### src/design/mpsoc_tile_pkg.sv
//////////////////////////////////////////////////////////////////////
// Tile network adapter package
// Flit, header and trace types plus command codes shared by the
// message-passing endpoint of one compute tile
//////////////////////////////////////////////////////////////////////

package mpsoc_tile_pkg;

  //////////////////////////////////////////////////////////////////////
  // Widths
  //////////////////////////////////////////////////////////////////////

  // NoC flit payload width
  localparam int FLIT_W = 32;
  // Tile address width, as used by dest and src
  localparam int TILE_W = 5;
  // Register index width in the header
  localparam int REG_IDX_W = 4;
  // Packet class field width
  localparam int CLASS_W = 3;
  // Unused tail of the header word
  localparam int RSVD_W = FLIT_W - 2 * TILE_W - CLASS_W - 2 - REG_IDX_W;

  // Class used by the simple message-passing endpoint
  localparam logic [CLASS_W-1:0] PKT_CLASS_MP = 3'd0;

  //////////////////////////////////////////////////////////////////////
  // Command codes
  //////////////////////////////////////////////////////////////////////

  typedef enum logic [1:0] {
    CMD_WRITE = 2'd0,
    CMD_READ  = 2'd1,
    CMD_REPLY = 2'd2,
    // Reserved, never serviced
    CMD_RSVD  = 2'd3
  } na_cmd_e;

  //////////////////////////////////////////////////////////////////////
  // Flit and header types
  //////////////////////////////////////////////////////////////////////

  // One flit on the link, data word plus end-of-packet marker
  typedef struct packed {
    logic [FLIT_W-1:0] data;
    logic              last;
  } noc_flit_t;

  // Header fields, MSB first
  typedef struct packed {
    logic [TILE_W-1:0]    dest;
    logic [CLASS_W-1:0]   pkt_class;
    logic [TILE_W-1:0]    src;
    na_cmd_e              cmd;
    logic [REG_IDX_W-1:0] reg_idx;
    logic [RSVD_W-1:0]    rsvd;
  } noc_hdr_t;

  // A header word, seen either raw or split into fields
  typedef union packed {
    logic [FLIT_W-1:0] raw;
    noc_hdr_t          hdr;
  } noc_flit_u;

  //////////////////////////////////////////////////////////////////////
  // Writeback trace
  //////////////////////////////////////////////////////////////////////

  // One record per register write, for the testbench monitor
  typedef struct packed {
    logic                 valid;
    logic [REG_IDX_W-1:0] wbreg;
    logic [FLIT_W-1:0]    wbdata;
  } trace_t;

endpackage

### src/design/mpsoc_tile_top.sv
//////////////////////////////////////////////////////////////////////
// Message-passing tile endpoint
// Joins controller, header decoder, register bank and reply generator
//////////////////////////////////////////////////////////////////////

`timescale 1ns/100ps

module mpsoc_tile_top import mpsoc_tile_pkg::*; #(
  parameter logic [TILE_W-1:0] TILE_ID  = '0,
  parameter int unsigned       NUM_REGS = 16
) (
  input  logic      clk,
  input  logic      rst_n_i,
  // NoC input port
  input  noc_flit_t in_flit_i,
  input  logic      in_valid_i,
  output logic      in_ready_o,
  // NoC output port
  output noc_flit_t out_flit_o,
  output logic      out_valid_o,
  input  logic      out_ready_i,
  // Writeback trace
  output trace_t    trace_o
);

  // Controller strobes
  logic hdr_load;
  logic wr_en;
  logic rd_en;
  logic reply_start;
  logic reply_done;

  // Decoded header
  logic                 for_me;
  na_cmd_e              cmd;
  logic [TILE_W-1:0]    src;
  logic [REG_IDX_W-1:0] reg_idx;

  // Read value for the reply
  logic [FLIT_W-1:0] rd_data;

  na_ctrl u_ctrl (
    .clk          (clk),
    .rst_n_i      (rst_n_i),
    .in_flit_i    (in_flit_i),
    .in_valid_i   (in_valid_i),
    .in_ready_o   (in_ready_o),
    .for_me_i     (for_me),
    .cmd_i        (cmd),
    .reply_done_i (reply_done),
    .hdr_load_o   (hdr_load),
    .wr_en_o      (wr_en),
    .rd_en_o      (rd_en),
    .reply_start_o(reply_start)
  );

  // Header word is read through the union field view
  na_hdr_decode #(
    .TILE_ID(TILE_ID)
  ) u_hdr_decode (
    .clk       (clk),
    .rst_n_i   (rst_n_i),
    .hdr_load_i(hdr_load),
    .hdr_i     (noc_flit_u'(in_flit_i.data)),
    .for_me_o  (for_me),
    .cmd_o     (cmd),
    .src_o     (src),
    .reg_idx_o (reg_idx)
  );

  // Write data taken straight off the input link
  na_regfile #(
    .NUM_REGS(NUM_REGS)
  ) u_regfile (
    .clk      (clk),
    .rst_n_i  (rst_n_i),
    .wr_en_i  (wr_en),
    .rd_en_i  (rd_en),
    .reg_idx_i(reg_idx),
    .wr_data_i(in_flit_i.data),
    .rd_data_o(rd_data),
    .trace_o  (trace_o)
  );

  na_reply_gen #(
    .TILE_ID(TILE_ID)
  ) u_reply_gen (
    .clk          (clk),
    .rst_n_i      (rst_n_i),
    .reply_start_i(reply_start),
    .src_i        (src),
    .reg_idx_i    (reg_idx),
    .rd_data_i    (rd_data),
    .out_ready_i  (out_ready_i),
    .out_flit_o   (out_flit_o),
    .out_valid_o  (out_valid_o),
    .reply_done_o (reply_done)
  );

endmodule

### src/design/na_ctrl.sv
//////////////////////////////////////////////////////////////////////
// Network adapter controller
// Owns the input handshake and sequences decode, register access,
// reply and drop of each incoming packet
//////////////////////////////////////////////////////////////////////

`timescale 1ns/100ps

module na_ctrl import mpsoc_tile_pkg::*; (
  input  logic      clk,
  input  logic      rst_n_i,
  // Input port, only the last marker is needed here
  input  noc_flit_t in_flit_i,
  input  logic      in_valid_i,
  output logic      in_ready_o,
  // From header decoder
  input  logic      for_me_i,
  input  na_cmd_e   cmd_i,
  // From reply generator
  input  logic      reply_done_i,
  // Datapath strobes
  output logic      hdr_load_o,
  output logic      wr_en_o,
  output logic      rd_en_o,
  output logic      reply_start_o
);

  typedef enum logic [2:0] {
    ST_IDLE,
    ST_DECODE,
    ST_PAYLOAD,
    ST_TRACE,
    ST_REPLY,
    ST_DROP
  } state_e;

  state_e state_q;
  state_e state_d;

  // Last marker of the most recently accepted flit
  logic last_q;
  logic in_fire;

  assign in_fire = in_valid_i && in_ready_o;

  //////////////////////////////////////////////////////////////////////
  // State and last-flit register
  //////////////////////////////////////////////////////////////////////

  always_ff @(posedge clk or negedge rst_n_i) begin
    if (!rst_n_i) begin
      state_q <= ST_IDLE;
      last_q  <= 1'b0;
    end else begin
      state_q <= state_d;
      if (in_fire) begin
        last_q <= in_flit_i.last;
      end
    end
  end

  //////////////////////////////////////////////////////////////////////
  // Next state and strobes
  //////////////////////////////////////////////////////////////////////

  always_comb begin
    state_d       = state_q;
    in_ready_o    = 1'b0;
    hdr_load_o    = 1'b0;
    wr_en_o       = 1'b0;
    rd_en_o       = 1'b0;
    reply_start_o = 1'b0;

    case (state_q)
      ST_IDLE: begin
        // Wait for a header, hand it to the decoder
        in_ready_o = 1'b1;
        if (in_valid_i) begin
          hdr_load_o = 1'b1;
          state_d    = ST_DECODE;
        end
      end

      ST_DECODE: begin
        // Decoded fields are valid here, input held off
        if (for_me_i && cmd_i == CMD_WRITE && !last_q) begin
          state_d = ST_PAYLOAD;
        end else if (for_me_i && cmd_i == CMD_READ) begin
          // Latch read data and launch reply header together
          rd_en_o       = 1'b1;
          reply_start_o = 1'b1;
          state_d       = ST_REPLY;
        end else if (last_q) begin
          // Header-only packet not for us, done already
          state_d = ST_IDLE;
        end else begin
          state_d = ST_DROP;
        end
      end

      ST_PAYLOAD: begin
        // Payload goes straight into the register bank
        in_ready_o = 1'b1;
        if (in_valid_i) begin
          wr_en_o = 1'b1;
          state_d = ST_TRACE;
        end
      end

      ST_TRACE: begin
        // Trace record is out this cycle
        state_d = last_q ? ST_IDLE : ST_DROP;
      end

      ST_REPLY: begin
        // Hold input until reply data flit is gone
        if (reply_done_i) begin
          state_d = last_q ? ST_IDLE : ST_DROP;
        end
      end

      ST_DROP: begin
        // Swallow flits up to and including the last one
        in_ready_o = 1'b1;
        if (in_valid_i && in_flit_i.last) begin
          state_d = ST_IDLE;
        end
      end

      default: begin
        state_d = ST_IDLE;
      end
    endcase
  end

endmodule

### src/design/na_hdr_decode.sv
//////////////////////////////////////////////////////////////////////
// Header decoder
// Captures an accepted header and reports whether this tile serves it
//////////////////////////////////////////////////////////////////////

`timescale 1ns/100ps

module na_hdr_decode import mpsoc_tile_pkg::*; #(
  parameter logic [TILE_W-1:0] TILE_ID = '0
) (
  input  logic                 clk,
  input  logic                 rst_n_i,
  input  logic                 hdr_load_i,
  input  noc_flit_u            hdr_i,
  output logic                 for_me_o,
  output na_cmd_e              cmd_o,
  output logic [TILE_W-1:0]    src_o,
  output logic [REG_IDX_W-1:0] reg_idx_o
);

  logic serviceable;

  // Only write and read are handled locally
  assign serviceable = (hdr_i.hdr.cmd == CMD_WRITE) || (hdr_i.hdr.cmd == CMD_READ);

  // Control outputs, cleared on reset
  always_ff @(posedge clk or negedge rst_n_i) begin
    if (!rst_n_i) begin
      for_me_o <= 1'b0;
      cmd_o    <= CMD_RSVD;
    end else if (hdr_load_i) begin
      for_me_o <= (hdr_i.hdr.dest == TILE_ID) && serviceable;
      cmd_o    <= hdr_i.hdr.cmd;
    end
  end

  // Addressing fields, only meaningful after a load
  always_ff @(posedge clk) begin
    if (hdr_load_i) begin
      src_o     <= hdr_i.hdr.src;
      reg_idx_o <= hdr_i.hdr.reg_idx;
    end
  end

endmodule

### src/design/na_regfile.sv
//////////////////////////////////////////////////////////////////////
// Local register bank
// One write port, one latched read port, writeback trace output
//////////////////////////////////////////////////////////////////////

`timescale 1ns/100ps

module na_regfile import mpsoc_tile_pkg::*; #(
  parameter int unsigned NUM_REGS = 16
) (
  input  logic                 clk,
  input  logic                 rst_n_i,
  input  logic                 wr_en_i,
  input  logic                 rd_en_i,
  input  logic [REG_IDX_W-1:0] reg_idx_i,
  input  logic [FLIT_W-1:0]    wr_data_i,
  output logic [FLIT_W-1:0]    rd_data_o,
  output trace_t               trace_o
);

  logic [FLIT_W-1:0] regs_q [NUM_REGS];

  logic                 idx_ok;
  logic                 trace_vld_q;
  logic [REG_IDX_W-1:0] trace_reg_q;
  logic [FLIT_W-1:0]    trace_data_q;

  // Indices past the bank are ignored
  assign idx_ok = (reg_idx_i < NUM_REGS);

  //////////////////////////////////////////////////////////////////////
  // Storage
  //////////////////////////////////////////////////////////////////////

  always_ff @(posedge clk or negedge rst_n_i) begin
    if (!rst_n_i) begin
      for (int i = 0; i < NUM_REGS; i++) begin
        regs_q[i] <= '0;
      end
    end else if (wr_en_i && idx_ok) begin
      regs_q[reg_idx_i] <= wr_data_i;
    end
  end

  // Read value held for the reply data flit
  always_ff @(posedge clk) begin
    if (rd_en_i) begin
      rd_data_o <= idx_ok ? regs_q[reg_idx_i] : '0;
    end
  end

  //////////////////////////////////////////////////////////////////////
  // Writeback trace
  //////////////////////////////////////////////////////////////////////

  // One-cycle pulse per stored write
  always_ff @(posedge clk or negedge rst_n_i) begin
    if (!rst_n_i) begin
      trace_vld_q <= 1'b0;
    end else begin
      trace_vld_q <= wr_en_i && idx_ok;
    end
  end

  always_ff @(posedge clk) begin
    if (wr_en_i) begin
      trace_reg_q  <= reg_idx_i;
      trace_data_q <= wr_data_i;
    end
  end

  assign trace_o = '{valid: trace_vld_q, wbreg: trace_reg_q, wbdata: trace_data_q};

endmodule

### src/design/na_reply_gen.sv
//////////////////////////////////////////////////////////////////////
// Reply generator
// Sends a two-flit reply packet and holds each flit under back-pressure
//////////////////////////////////////////////////////////////////////

`timescale 1ns/100ps

module na_reply_gen import mpsoc_tile_pkg::*; #(
  parameter logic [TILE_W-1:0] TILE_ID = '0
) (
  input  logic                 clk,
  input  logic                 rst_n_i,
  input  logic                 reply_start_i,
  input  logic [TILE_W-1:0]    src_i,
  input  logic [REG_IDX_W-1:0] reg_idx_i,
  input  logic [FLIT_W-1:0]    rd_data_i,
  input  logic                 out_ready_i,
  output noc_flit_t            out_flit_o,
  output logic                 out_valid_o,
  output logic                 reply_done_o
);

  typedef enum logic [1:0] {
    RP_IDLE,
    RP_HDR,
    RP_DATA
  } rp_state_e;

  rp_state_e state_q;
  noc_flit_u reply_hdr;

  // Reply header, addressed back to the requester
  always_comb begin
    reply_hdr.raw           = '0;
    reply_hdr.hdr.dest      = src_i;
    reply_hdr.hdr.pkt_class = PKT_CLASS_MP;
    reply_hdr.hdr.src       = TILE_ID;
    reply_hdr.hdr.cmd       = CMD_REPLY;
    reply_hdr.hdr.reg_idx   = reg_idx_i;
  end

  // Packet complete when the data flit leaves
  assign reply_done_o = (state_q == RP_DATA) && out_ready_i;

  //////////////////////////////////////////////////////////////////////
  // Sequencing and valid
  //////////////////////////////////////////////////////////////////////

  always_ff @(posedge clk or negedge rst_n_i) begin
    if (!rst_n_i) begin
      state_q     <= RP_IDLE;
      out_valid_o <= 1'b0;
    end else begin
      case (state_q)
        RP_IDLE: begin
          if (reply_start_i) begin
            state_q     <= RP_HDR;
            out_valid_o <= 1'b1;
          end
        end
        RP_HDR: begin
          // Data flit follows right after the header goes
          if (out_ready_i) begin
            state_q <= RP_DATA;
          end
        end
        RP_DATA: begin
          if (out_ready_i) begin
            state_q     <= RP_IDLE;
            out_valid_o <= 1'b0;
          end
        end
        default: begin
          state_q     <= RP_IDLE;
          out_valid_o <= 1'b0;
        end
      endcase
    end
  end

  // Flit register, changes only on a start or a transfer
  always_ff @(posedge clk) begin
    if (state_q == RP_IDLE && reply_start_i) begin
      out_flit_o <= '{data: reply_hdr.raw, last: 1'b0};
    end else if (state_q == RP_HDR && out_ready_i) begin
      out_flit_o <= '{data: rd_data_i, last: 1'b1};
    end
  end

endmodule

### config.mk
export PLATFORM = sky130hd
export DESIGN_NAME = mpsoc_tile_top
export DESIGN_NICKNAME = d
export VERILOG_FILES = /design/src/design/mpsoc_tile_pkg.sv /design/src/design/mpsoc_tile_top.sv /design/src/design/na_ctrl.sv /design/src/design/na_hdr_decode.sv /design/src/design/na_regfile.sv /design/src/design/na_reply_gen.sv
export SDC_FILE = /design/constraint.sdc
export NUM_CORES = 1
export LEC_CHECK = 0
export BUFFER_PORTS_ARGS = -buffer_cell sky130_fd_sc_hd__buf_2
export CELL_PAD_IN_SITES_DETAIL_PLACEMENT = 1
export CELL_PAD_IN_SITES_GLOBAL_PLACEMENT = 2
export CORE_MARGIN = 1.5
export CORE_UTILIZATION = 25
export CTS_CLUSTER_SIZE = 12
export DETAILED_ROUTE_END_ITERATION = 8
export HOLD_SLACK_MARGIN = 0.08
export MAX_ROUTING_LAYER = met4
export PLACE_DENSITY_LB_ADDON = 0.15
export SYNTH_ARGS = -nofsm -noshare
export SYNTH_HDL_FRONTEND = slang
export SYNTH_SLANG_ARGS = --single-unit
### constraint.sdc
create_clock -name clk -period 4.3 [get_ports clk]
set_input_delay 0.86 -clock clk [delete_from_list [all_inputs] [get_ports clk]]
set_output_delay 0.86 -clock clk [all_outputs]
set_load 0.03 [all_outputs]
==> impl_metrics.yaml, run 1 <==
run_status:
  outcome: "complete, no violations"
timing:
  setup-tns-final_ns: 0
  period_needed_ns: 3.03
  worst_clock_skew_ns: 0.0257
  max_slew_margin_pct: 22.1
  slew_violations: 0
  hold_violations: 0
  max_freq_mhz: 330
  rsz0062_at_grt: "false"
  finalCritPeriodShare_pct: 70.5
  tightest_slew_ns: 1.17
  setup_viol: 0
global_route:
  grt_usage_pct: 15.1
  grt_pass1_wl_mm: 120
  grt_max_degree: 109
  grt_pass1_vias: 17307
  antenna_found_initial: 2
  grt.overflow.total: 0
cells_and_area:
  drive_gt1_share_pct: 51.9
  area_delta_synth_final_pct: 18.0
  nets: 1799
  final_area_mm2: 0.0320
  postLayoutCoreUtil_pct: 29.8
  final_cells: 3226
synthesis:
  yosysTopAreaCellShare_pct: 48.2
  yosys.area.top_type: "dfrtp_1"
  synthXorXnorAreaFrac_pct: 0
  synth_edf_count: 86
  syn_area_mm2: 0.0271
  async_reset_ff_share_pct: 82.6
  synth.area.mux_share_pct: 32.1
  synth_area_per_cell_um2: 16.3
  synth_fa_ha_area_share_pct: 0
  ys_types: 41
  synthSimpleGateAreaFrac_pct: 1.85
  yosysSeqAreaShare_pct: 59.7
  synthTopCellsByArea: "dfrtp_1, mux2_2, mux4_2, edfxtp_1, a22oi_1"
  synth-compound-area-share_pct: 3.90
  ys_ff_latch: 633
  synth_top_family_by_area: "multiplexers"
  synth_warnings: 0
  synthFlopType: "dfrtp_1"
  netlist_instances: 1663
  synth_fp_nets: 1700
cts:
  cts_tree: "yes"
  cts-resized-gates: 0
  cts.sinks: 633
  post-cts-setup-buffers: 0
  max-clock-path-buffers: 3
  cts.clk_slew.worst_paths_ns: 0.06
  cts-root-buf: "clkbuf_16"
  cts_made_buffers: 79
  hold_buffers: 0
  h-tree-depth: 3
  insertion_delay_ns: 0.63
worst_setup_path:
  crit_fanout: 17
  ff2ff_path_depth: 6
  critPathLaunchType: "register"
  critPathKind: "reg -> reg"
  worstPathArrival_ns: 3.52
  setup.worst_path.end_class: "register"
  required_ns: 4.79
placement:
  gp_congestion: 0.690
  io_buffers: 108
  post-dp-hpwl_mm: 47.1
  dp_cells: 3084
  dpl_cell_area_mm2: 0.0294
pwr:
  ir_drop_v: 0.000245
  powerDensity_mw_per_mm2: 449
  p_leak_nw: 14.9
route:
  drt_first_pass_iters: 5
  vias_per_cell: 4.71
  wl_mm: 79.5
  antenna_left: 0
  via_count: 15210
  drc_errors: 0
  drtIter0Drc: 648
  routedWlPerCell_um: 24.6
floorplan:
  dieArea_mm2: 0.110
  coreArea_mm2: 0.107
  rows: 120
  ios: 109
  dieWidth_um: 332
  initial_core_util_pct: 25.3
  die_h_um: 332
worst_hold_path:
  hp-class: "in -> async"
job:
  max-cap-violations: 0
-- critical path, cell delays in order, from the launching register on --
cell       delay [ns]
dfrtp_1          0.54
nand4bb_1        0.44
inv_2            0.32
and3_1           0.32
nand2_2          0.54
buf_12           0.41
mux2_2           0.30
-- cells by family after synthesis --
logic type,Yosys count
compound gates,137
simple gates,98
buf+inv,152
mux,643
flops,633
-- report_power, final --
part           internal, mW  switching, mW
Combinational         0.455          0.891
Clock                  3.95           2.62
Sequential             6.25          0.172
-- placed cells by master, fill, tap and decap left out, types with 7 or more instances in the layout --
master / synthesis / final
clkbuf_1: 75 / 24
o21ai_0: 7 / 7
buf_4: 4 / 41
dfrtp_1: 521 / 521
edfxtp_1: 86 / 86
buf_12: 0 / 13
mux2_2: 510 / 510
a22o_1: 44 / 44
nor2_1: 20 / 17
clkinv_2: 0 / 7
dfxtp_1: 24 / 24
clkbuf_16: 0 / 81
nand2_2: 0 / 9
buf_2: 41 / 107
clkbuf_8: 0 / 18
mux4_2: 128 / 128
nand2_1: 45 / 36
a22oi_1: 74 / 74
-- routing by layer --
metal,GRT usage (%),wire length (µm),vias to the layer above
met5,-,0,-
met4,4.28,1660,0
met3,2.04,2460,113
met2,23.8,37600,230
met1,20.3,37800,8379
li1,-,-,6488
-- through the flow --
stage | worst slack [ns] | hold slack (ns) | power [mW]
floorplan | 1.22 | 0.424 | 7.27
global placement | 0.995 | 0.468 | 7.90
detailed placement | 0.951 | 0.482 | 7.91
CTS | 1.27 | 0.212 | 14.7
global route | 1.11 | 0.237 | 15.0
finish | 1.27 | 0.209 | 14.3
-- registers in the layout, summed over array words and instances, names as in the netlist --
| name | count |
|---|---|
| u_ctrl.last_q | 1 |
| u_ctrl.state_q | 3 |
| u_hdr_decode.cmd_o | 2 |
| u_hdr_decode.for_me_o | 1 |
| u_hdr_decode.reg_idx_o | 4 |
| u_hdr_decode.src_o | 5 |
| u_regfile.rd_data_o | 32 |
| u_regfile.regs_q | 512 |
| u_regfile.trace_data_q | 32 |
| u_regfile.trace_reg_q | 4 |
| u_regfile.trace_vld_q | 1 |
| u_reply_gen.out_flit_o | 33 |
| u_reply_gen.out_valid_o | 1 |
| u_reply_gen.state_q | 2 |
-- path summary, 6_finish.rpt --
check | from | to | slack (ns)
min | rst_n_i | u_regfile.regs_q[34] | 0.21
max reg2reg | u_ctrl.state_q[0] | u_regfile.regs_q[310] | 1.27
min in group clk | u_regfile.regs_q[420] | u_regfile.regs_q[420] | 0.49
min reg2reg | u_regfile.regs_q[420] | u_regfile.regs_q[420] | 0.49
max in group asynchronous | rst_n_i | u_regfile.regs_q[369] | 2.89
max | u_ctrl.state_q[0] | u_regfile.regs_q[310] | 1.27
-- synth_stat cells, types with 8 or more instances --
cell type and n:
nand2_1 45, mux2_2 510, buf_2 41, a22oi_1 74, a22o_1 44, buf_1 18, clkbuf_1 75, dfrtp_1 521
nor2_1 20, edfxtp_1 86, mux4_2 128, dfxtp_1 24, inv_1 8
-- cell type report --
| class | instances | area (µm²) |
|---|---|---|
| fillers | 11106 | 75200 |
| multi-input cells | 878 | 10300 |
| clock buffers | 123 | 2360 |
| clock inverters | 16 | 191 |
| diodes | 3 | 7.51 |
| repair buffers | 162 | 1120 |
| inverters | 8 | 30.0 |
| well taps | 1403 | 1760 |
| flip-flops and latches | 633 | 16200 |
Note: power is estimated with default switching activity, not from simulation.
==> inputs of run 2 (changes only) <==
Clock period 4.3 ns to 2.75 ns, I/O delays scaled along.
==> impl_metrics.yaml, run 2 (synthesis results as in run 1) <==
run_status:
  outcome: "complete, no violations"
pwr:
  powerDensity_mw_per_mm2: 701
  totalPowerFinal_mw: 22.9
  ir_drop_v: 0.000363
  p_leak_nw: 15.2
cells_and_area:
  drive_gt1_share_pct: 52.7
  regMostFlops: "u_regfile.regs_q"
  final_cell_mix: "dfrtp_1, mux2_2, mux4_2"
  area.sequential_mm2: 0.0162
  postLayoutCoreUtil_pct: 30.4
  nets: 1831
  final_common_cell: "dfrtp_1"
  largest_reg_flops: 512
  fillers: 11098
  biggestRegsByFlops: "u_regfile.regs_q: 512 flops, u_reply_gen.out_flit_o: 33 flops"
  area_delta_synth_final_pct: 20.4
  multi_input_area_mm2: 0.0103
placement:
  dp_slack_ns: 0.125
  post-dp-hpwl_mm: 47.7
  io_buffers: 108
  gp_congestion: 0.722
timing:
  setup_viol: 0
  tightest_slew_ns: 1.20
  worst_clock_skew_ns: 0.0174
  period_needed_ns: 2.47
  worst_slack_ns: 0.279
  rsz0062_at_grt: "false"
  slew_violations: 0
  setup-tns-final_ns: 0
  finalCritPeriodShare_pct: 89.9
  max_freq_mhz: 405
  max_slew_margin_pct: 20.3
  hold_violations: 0
floorplan:
  coreArea_mm2: 0.107
  die_h_um: 332
  dieArea_mm2: 0.110
  rows: 120
  dieWidth_um: 332
  initial_core_util_pct: 25.3
  ios: 109
cts:
  cts_made_buffers: 81
  insertion_delay_ns: 0.64
  max-clock-path-buffers: 3
  cts.sinks: 633
  h-tree-depth: 3
  cts.clk_slew.worst_paths_ns: 0.05
  hold_buffers: 1
  cts-resized-gates: 0
  cts_tree: "yes"
  post-cts-setup-buffers: 0
  cts-root-buf: "clkbuf_16"
worst_setup_path:
  crit_fanout: 19
  r2r_end: "u_regfile.regs_q[450]"
  worstPathArrival_ns: 2.98
  path_cells: "nand4bb_1, or3_1, nor3b_4, buf_12, mux2_2"
  timing.rr.start: "u_ctrl.state_q[2]"
  slowest_delay_ns: 0.62
  crit_slowest_cell: "or3_1"
  critPathLaunchType: "register"
  rrSetupSlack_ns: 0.28
  ff2ff_path_depth: 5
  required_ns: 3.26
  cpLargestDelayFamily: "simple AND/OR/NAND/NOR gates"
  critPathKind: "reg -> reg"
  setup.worst_path.end_class: "register"
  path_buf_inv: 1
route:
  drtIter0Drc: 577
  via_count: 15210
  drc_errors: 0
  routedWlPerCell_um: 23.5
  drt_first_pass_iters: 4
  antenna_left: 0
  vias_per_cell: 4.66
  wl_mm: 76.8
global_route:
  grt.overflow.total: 0
  grt_pass1_vias: 17083
  grt_pass1_wl_mm: 117
  grt_max_degree: 81
  antenna_found_initial: 4
  grt_usage_pct: 14.6
job:
  max-cap-violations: 0
worst_hold_path:
  worstHoldPathCells: 2
  hp-class: "in -> reg"
  worstHoldStart: "in_flit_i[0]"
  hold_end: "u_ctrl.last_q"
-- run 2: cell count changes in the layout (fill, tap and decap cells not counted), sizes merged --
cell         previous run  this run
dlygate4sd3             0         1
bufinv                  3         7
clkinv                 10        27
buf                   162       191
diode                   3         1
inv                    10        13
clkbuf                123       112
-- run 2: how the worst max path moves through the flow --
stage	from	to	slack, ns	cells after the start
floorplan	in_valid_i	u_regfile.regs_q[263]	0.21	7
global route	u_hdr_decode.reg_idx_o[0]	u_regfile.rd_data_o[5]	0.19	5
global placement	in_valid_i	u_regfile.regs_q[472]	0.13	6
CTS	u_hdr_decode.reg_idx_o[0]	u_regfile.rd_data_o[6]	0.31	5
detailed placement	in_valid_i	u_regfile.regs_q[467]	0.13	6
finish	u_ctrl.state_q[2]	u_regfile.regs_q[450]	0.28	5
-- run 2: report_power, final --
group          internal (mW)  switching, mW
combinational          0.792           1.44
clock                   6.44           4.21
sequential              9.77          0.206
-- run 2: area by class of cell --
type	count	area share, %
Tap cell	1403	5.39
Clock inverter	40	1.27
Timing Repair Buffer	192	5.01
Clock buffer	112	6.95
Sequential cell	633	49.6
Multi-Input combinational cell	878	31.7
Inverter	8	0.104
Antenna cell	1	0.00768
-- run 2: stage by stage --
stage	instances	cell area, µm²	hold slack, ns
after floorplan	1663	27100	0.254
after global placement	3113	29900	0.462
after detailed placement	3113	29900	0.470
after CTS	3266	32600	0.168
after global routing	3266	32600	0.200
final	3267	32600	0.214
-- run 2: metal layers --
layer,GRT usage (%),routed length [µm]
met4,4.22,1630
met1,19.9,35900
met3,2.05,3130
met2,22.7,36200
met5,-,0
==> inputs of run 3 (changes only) <==
Settings changed: CORE_UTILIZATION 25 to 35.
==> impl_metrics.yaml, run 3 (synthesis results as in run 1) <==
worst_setup_path:
  required_ns: 3.22
  crit_cells: 5
  worstPathArrival_ns: 2.97
  crit_fanout: 13
  cpLargestDelayFamily: "simple AND/OR/NAND/NOR gates"
  critPathLaunch: "u_ctrl.state_q[1]"
  timing.rr.start: "u_ctrl.state_q[1]"
  r2r_end: "u_regfile.regs_q[457]"
  critPathKind: "reg -> reg"
  ff2ff_path_depth: 5
  path_cells: "nand4bb_1, or3_1, nor3b_4, buf_4, mux2_2"
  crit_slowest_cell: "or3_1"
  critPathCapture: "u_regfile.regs_q[457]"
  critPathLaunchType: "register"
  slowest_delay_ns: 0.59
  rrSetupSlack_ns: 0.25
  path_buf_inv: 1
  setup.worst_path.end_class: "register"
cts:
  cts_tree: "yes"
  h-tree-depth: 3
  cts.sinks: 633
  cts.clk_slew.worst_paths_ns: 0.05
  cts-resized-gates: 0
  post-cts-setup-buffers: 0
  cts_made_buffers: 74
  cts-root-buf: "clkbuf_16"
  max-clock-path-buffers: 3
  insertion_delay_ns: 0.61
pwr:
  p_sw_mw: 5.51
  clockPowerShare_pct: 44.5
  p_leak_nw: 15.1
  p_sw_share_pct: 25.1
  powerDensity_mw_per_mm2: 688
  p_int_mw: 16.4
  ir_drop_v: 0.000395
  pwr-share-seq_pct: 45.4
  pwr-share-comb_pct: 10.1
timing:
  tightest_slew_ns: 0.663
  finalCritPeriodShare_pct: 91.0
  hold_violations: 0
  max_slew_margin_pct: 55.8
  setup-tns-final_ns: 0
  rsz0062_at_grt: "false"
  worst_clock_skew_ns: 0.0254
  slew_violations: 0
  max_freq_mhz: 400
  period_needed_ns: 2.50
  setup_viol: 0
route:
  routedWlPerCell_um: 25.6
  vias_per_cell: 5.31
  antenna_left: 0
  drc_errors: 0
  wl_mm: 73.7
  drtIter0Drc: 765
  via_count: 15280
  drt_first_pass_iters: 5
floorplan:
  coreArea_mm2: 0.0762
  initial_core_util_pct: 35.5
  dieWidth_um: 281
  ios: 109
  die_h_um: 281
  rows: 101
  dieArea_mm2: 0.0790
cells_and_area:
  fillers: 7451
  biggestRegsByFlops: "u_regfile.regs_q: 512 flops, u_reply_gen.out_flit_o: 33 flops"
  area_delta_synth_final_pct: 17.7
  drive_gt1_share_pct: 52.3
  postLayoutCoreUtil_pct: 41.8
  regMostFlops: "u_regfile.regs_q"
  final_cell_mix: "dfrtp_1, mux2_2, mux4_2"
  largest_reg_flops: 512
  final_common_cell: "dfrtp_1"
  nets: 1825
global_route:
  grt_max_degree: 93
  grt_usage_pct: 19.8
  antenna_found_initial: 1
  grt_pass1_vias: 16832
  grt.overflow.total: 0
  grt_pass1_wl_mm: 112
job:
  max-cap-violations: 0
placement:
  post-dp-hpwl_mm: 45.3
  gp_congestion: 0.739
  io_buffers: 108
worst_hold_path:
  hp-class: "in -> reg"
run_status:
  outcome: "complete, no violations"
-- run 3: changes by cell type in the layout (fill, tap and decap cells not counted), moves of 2 or more --
cell / delta
clkbuf_16: -5
buf_12: +2
clkinv_8: -3
bufinv_16: -2
clkinv_2: -4
inv_4: -2
-- run 3: how the worst min path moves through the flow --
stage / cells after the start / from / endpoint
after floorplan: 0 / rst_n_i / u_ctrl.last_q
after global placement: 1 / u_regfile.regs_q[421] / u_regfile.regs_q[421]
after detailed placement: 1 / u_regfile.regs_q[421] / u_regfile.regs_q[421]
after CTS: 2 / in_flit_i[0] / u_ctrl.last_q
after global routing: 2 / in_flit_i[0] / u_ctrl.last_q
final: 2 / in_flit_i[0] / u_ctrl.last_q
-- run 3: what timing repair did --
| action | in CTS | in global routing |
|---|---|---|
| endpoints found under the setup margin | 0 | 0 |
| hold buffers | 1 | 0 |
| endpoints found under the hold margin | 33 | 0 |
-- run 3: per-layer routing --
| metal | global-route usage, % | vias to the layer above | routed length [µm] |
|---|---|---|---|
| met4 | 5.49 | 0 | 1530 |
| met1 | 27.1 | 8364 | 34500 |
| met5 | - | - | 0 |
| met3 | 2.83 | 102 | 2500 |
| met2 | 31.0 | 254 | 35100 |
| li1 | - | 6560 | - |
-- run 3: area by class of cell --
cell class / count / area, µm² / area share, %
repair buffers: 193 / 1670 / 5.23
flip-flops and latches: 633 / 16200 / 50.7
clock inverters: 28 / 269 / 0.844
diodes: 1 / 2.50 / 0.00785
clock buffers: 106 / 2140 / 6.70
inverters: 8 / 33.8 / 0.106
well taps: 1030 / 1290 / 4.04
multi-input cells: 878 / 10300 / 32.4
-- run 3: stage by stage --
step / setup slack [ns] / std cells / cell area [µm²] / hold slack (ns) / total power, mW
after floorplan: 0.206 / 1663 / 27100 / 0.254 / 11.4
after global placement: 0.190 / 2741 / 29500 / 0.462 / 12.4
after detailed placement: 0.153 / 2741 / 29500 / 0.474 / 12.4
after CTS: 0.239 / 2876 / 31900 / 0.202 / 22.3
after global routing: 0.116 / 2876 / 31900 / 0.229 / 22.9
final: 0.248 / 2877 / 31900 / 0.244 / 21.9
-- run 3: power by group through the flow --
stage | Sequential, mW | Clock (mW) | Combinational (mW)
floorplan | 10.4 | 0 | 1.01
global placement | 10.1 | 0 | 2.25
detailed placement | 10.1 | 0 | 2.27
CTS | 9.96 | 10.1 | 2.28
global route | 10.0 | 10.5 | 2.40
finish | 9.96 | 9.75 | 2.22
-- run 3: worst reg2reg max path, cell delays in order (launching register included) --
cell and delay [ns]:
dfrtp_1 0.51, nand4bb_1 0.31, or3_1 0.59, nor3b_4 0.32, buf_4 0.28, mux2_2 0.36
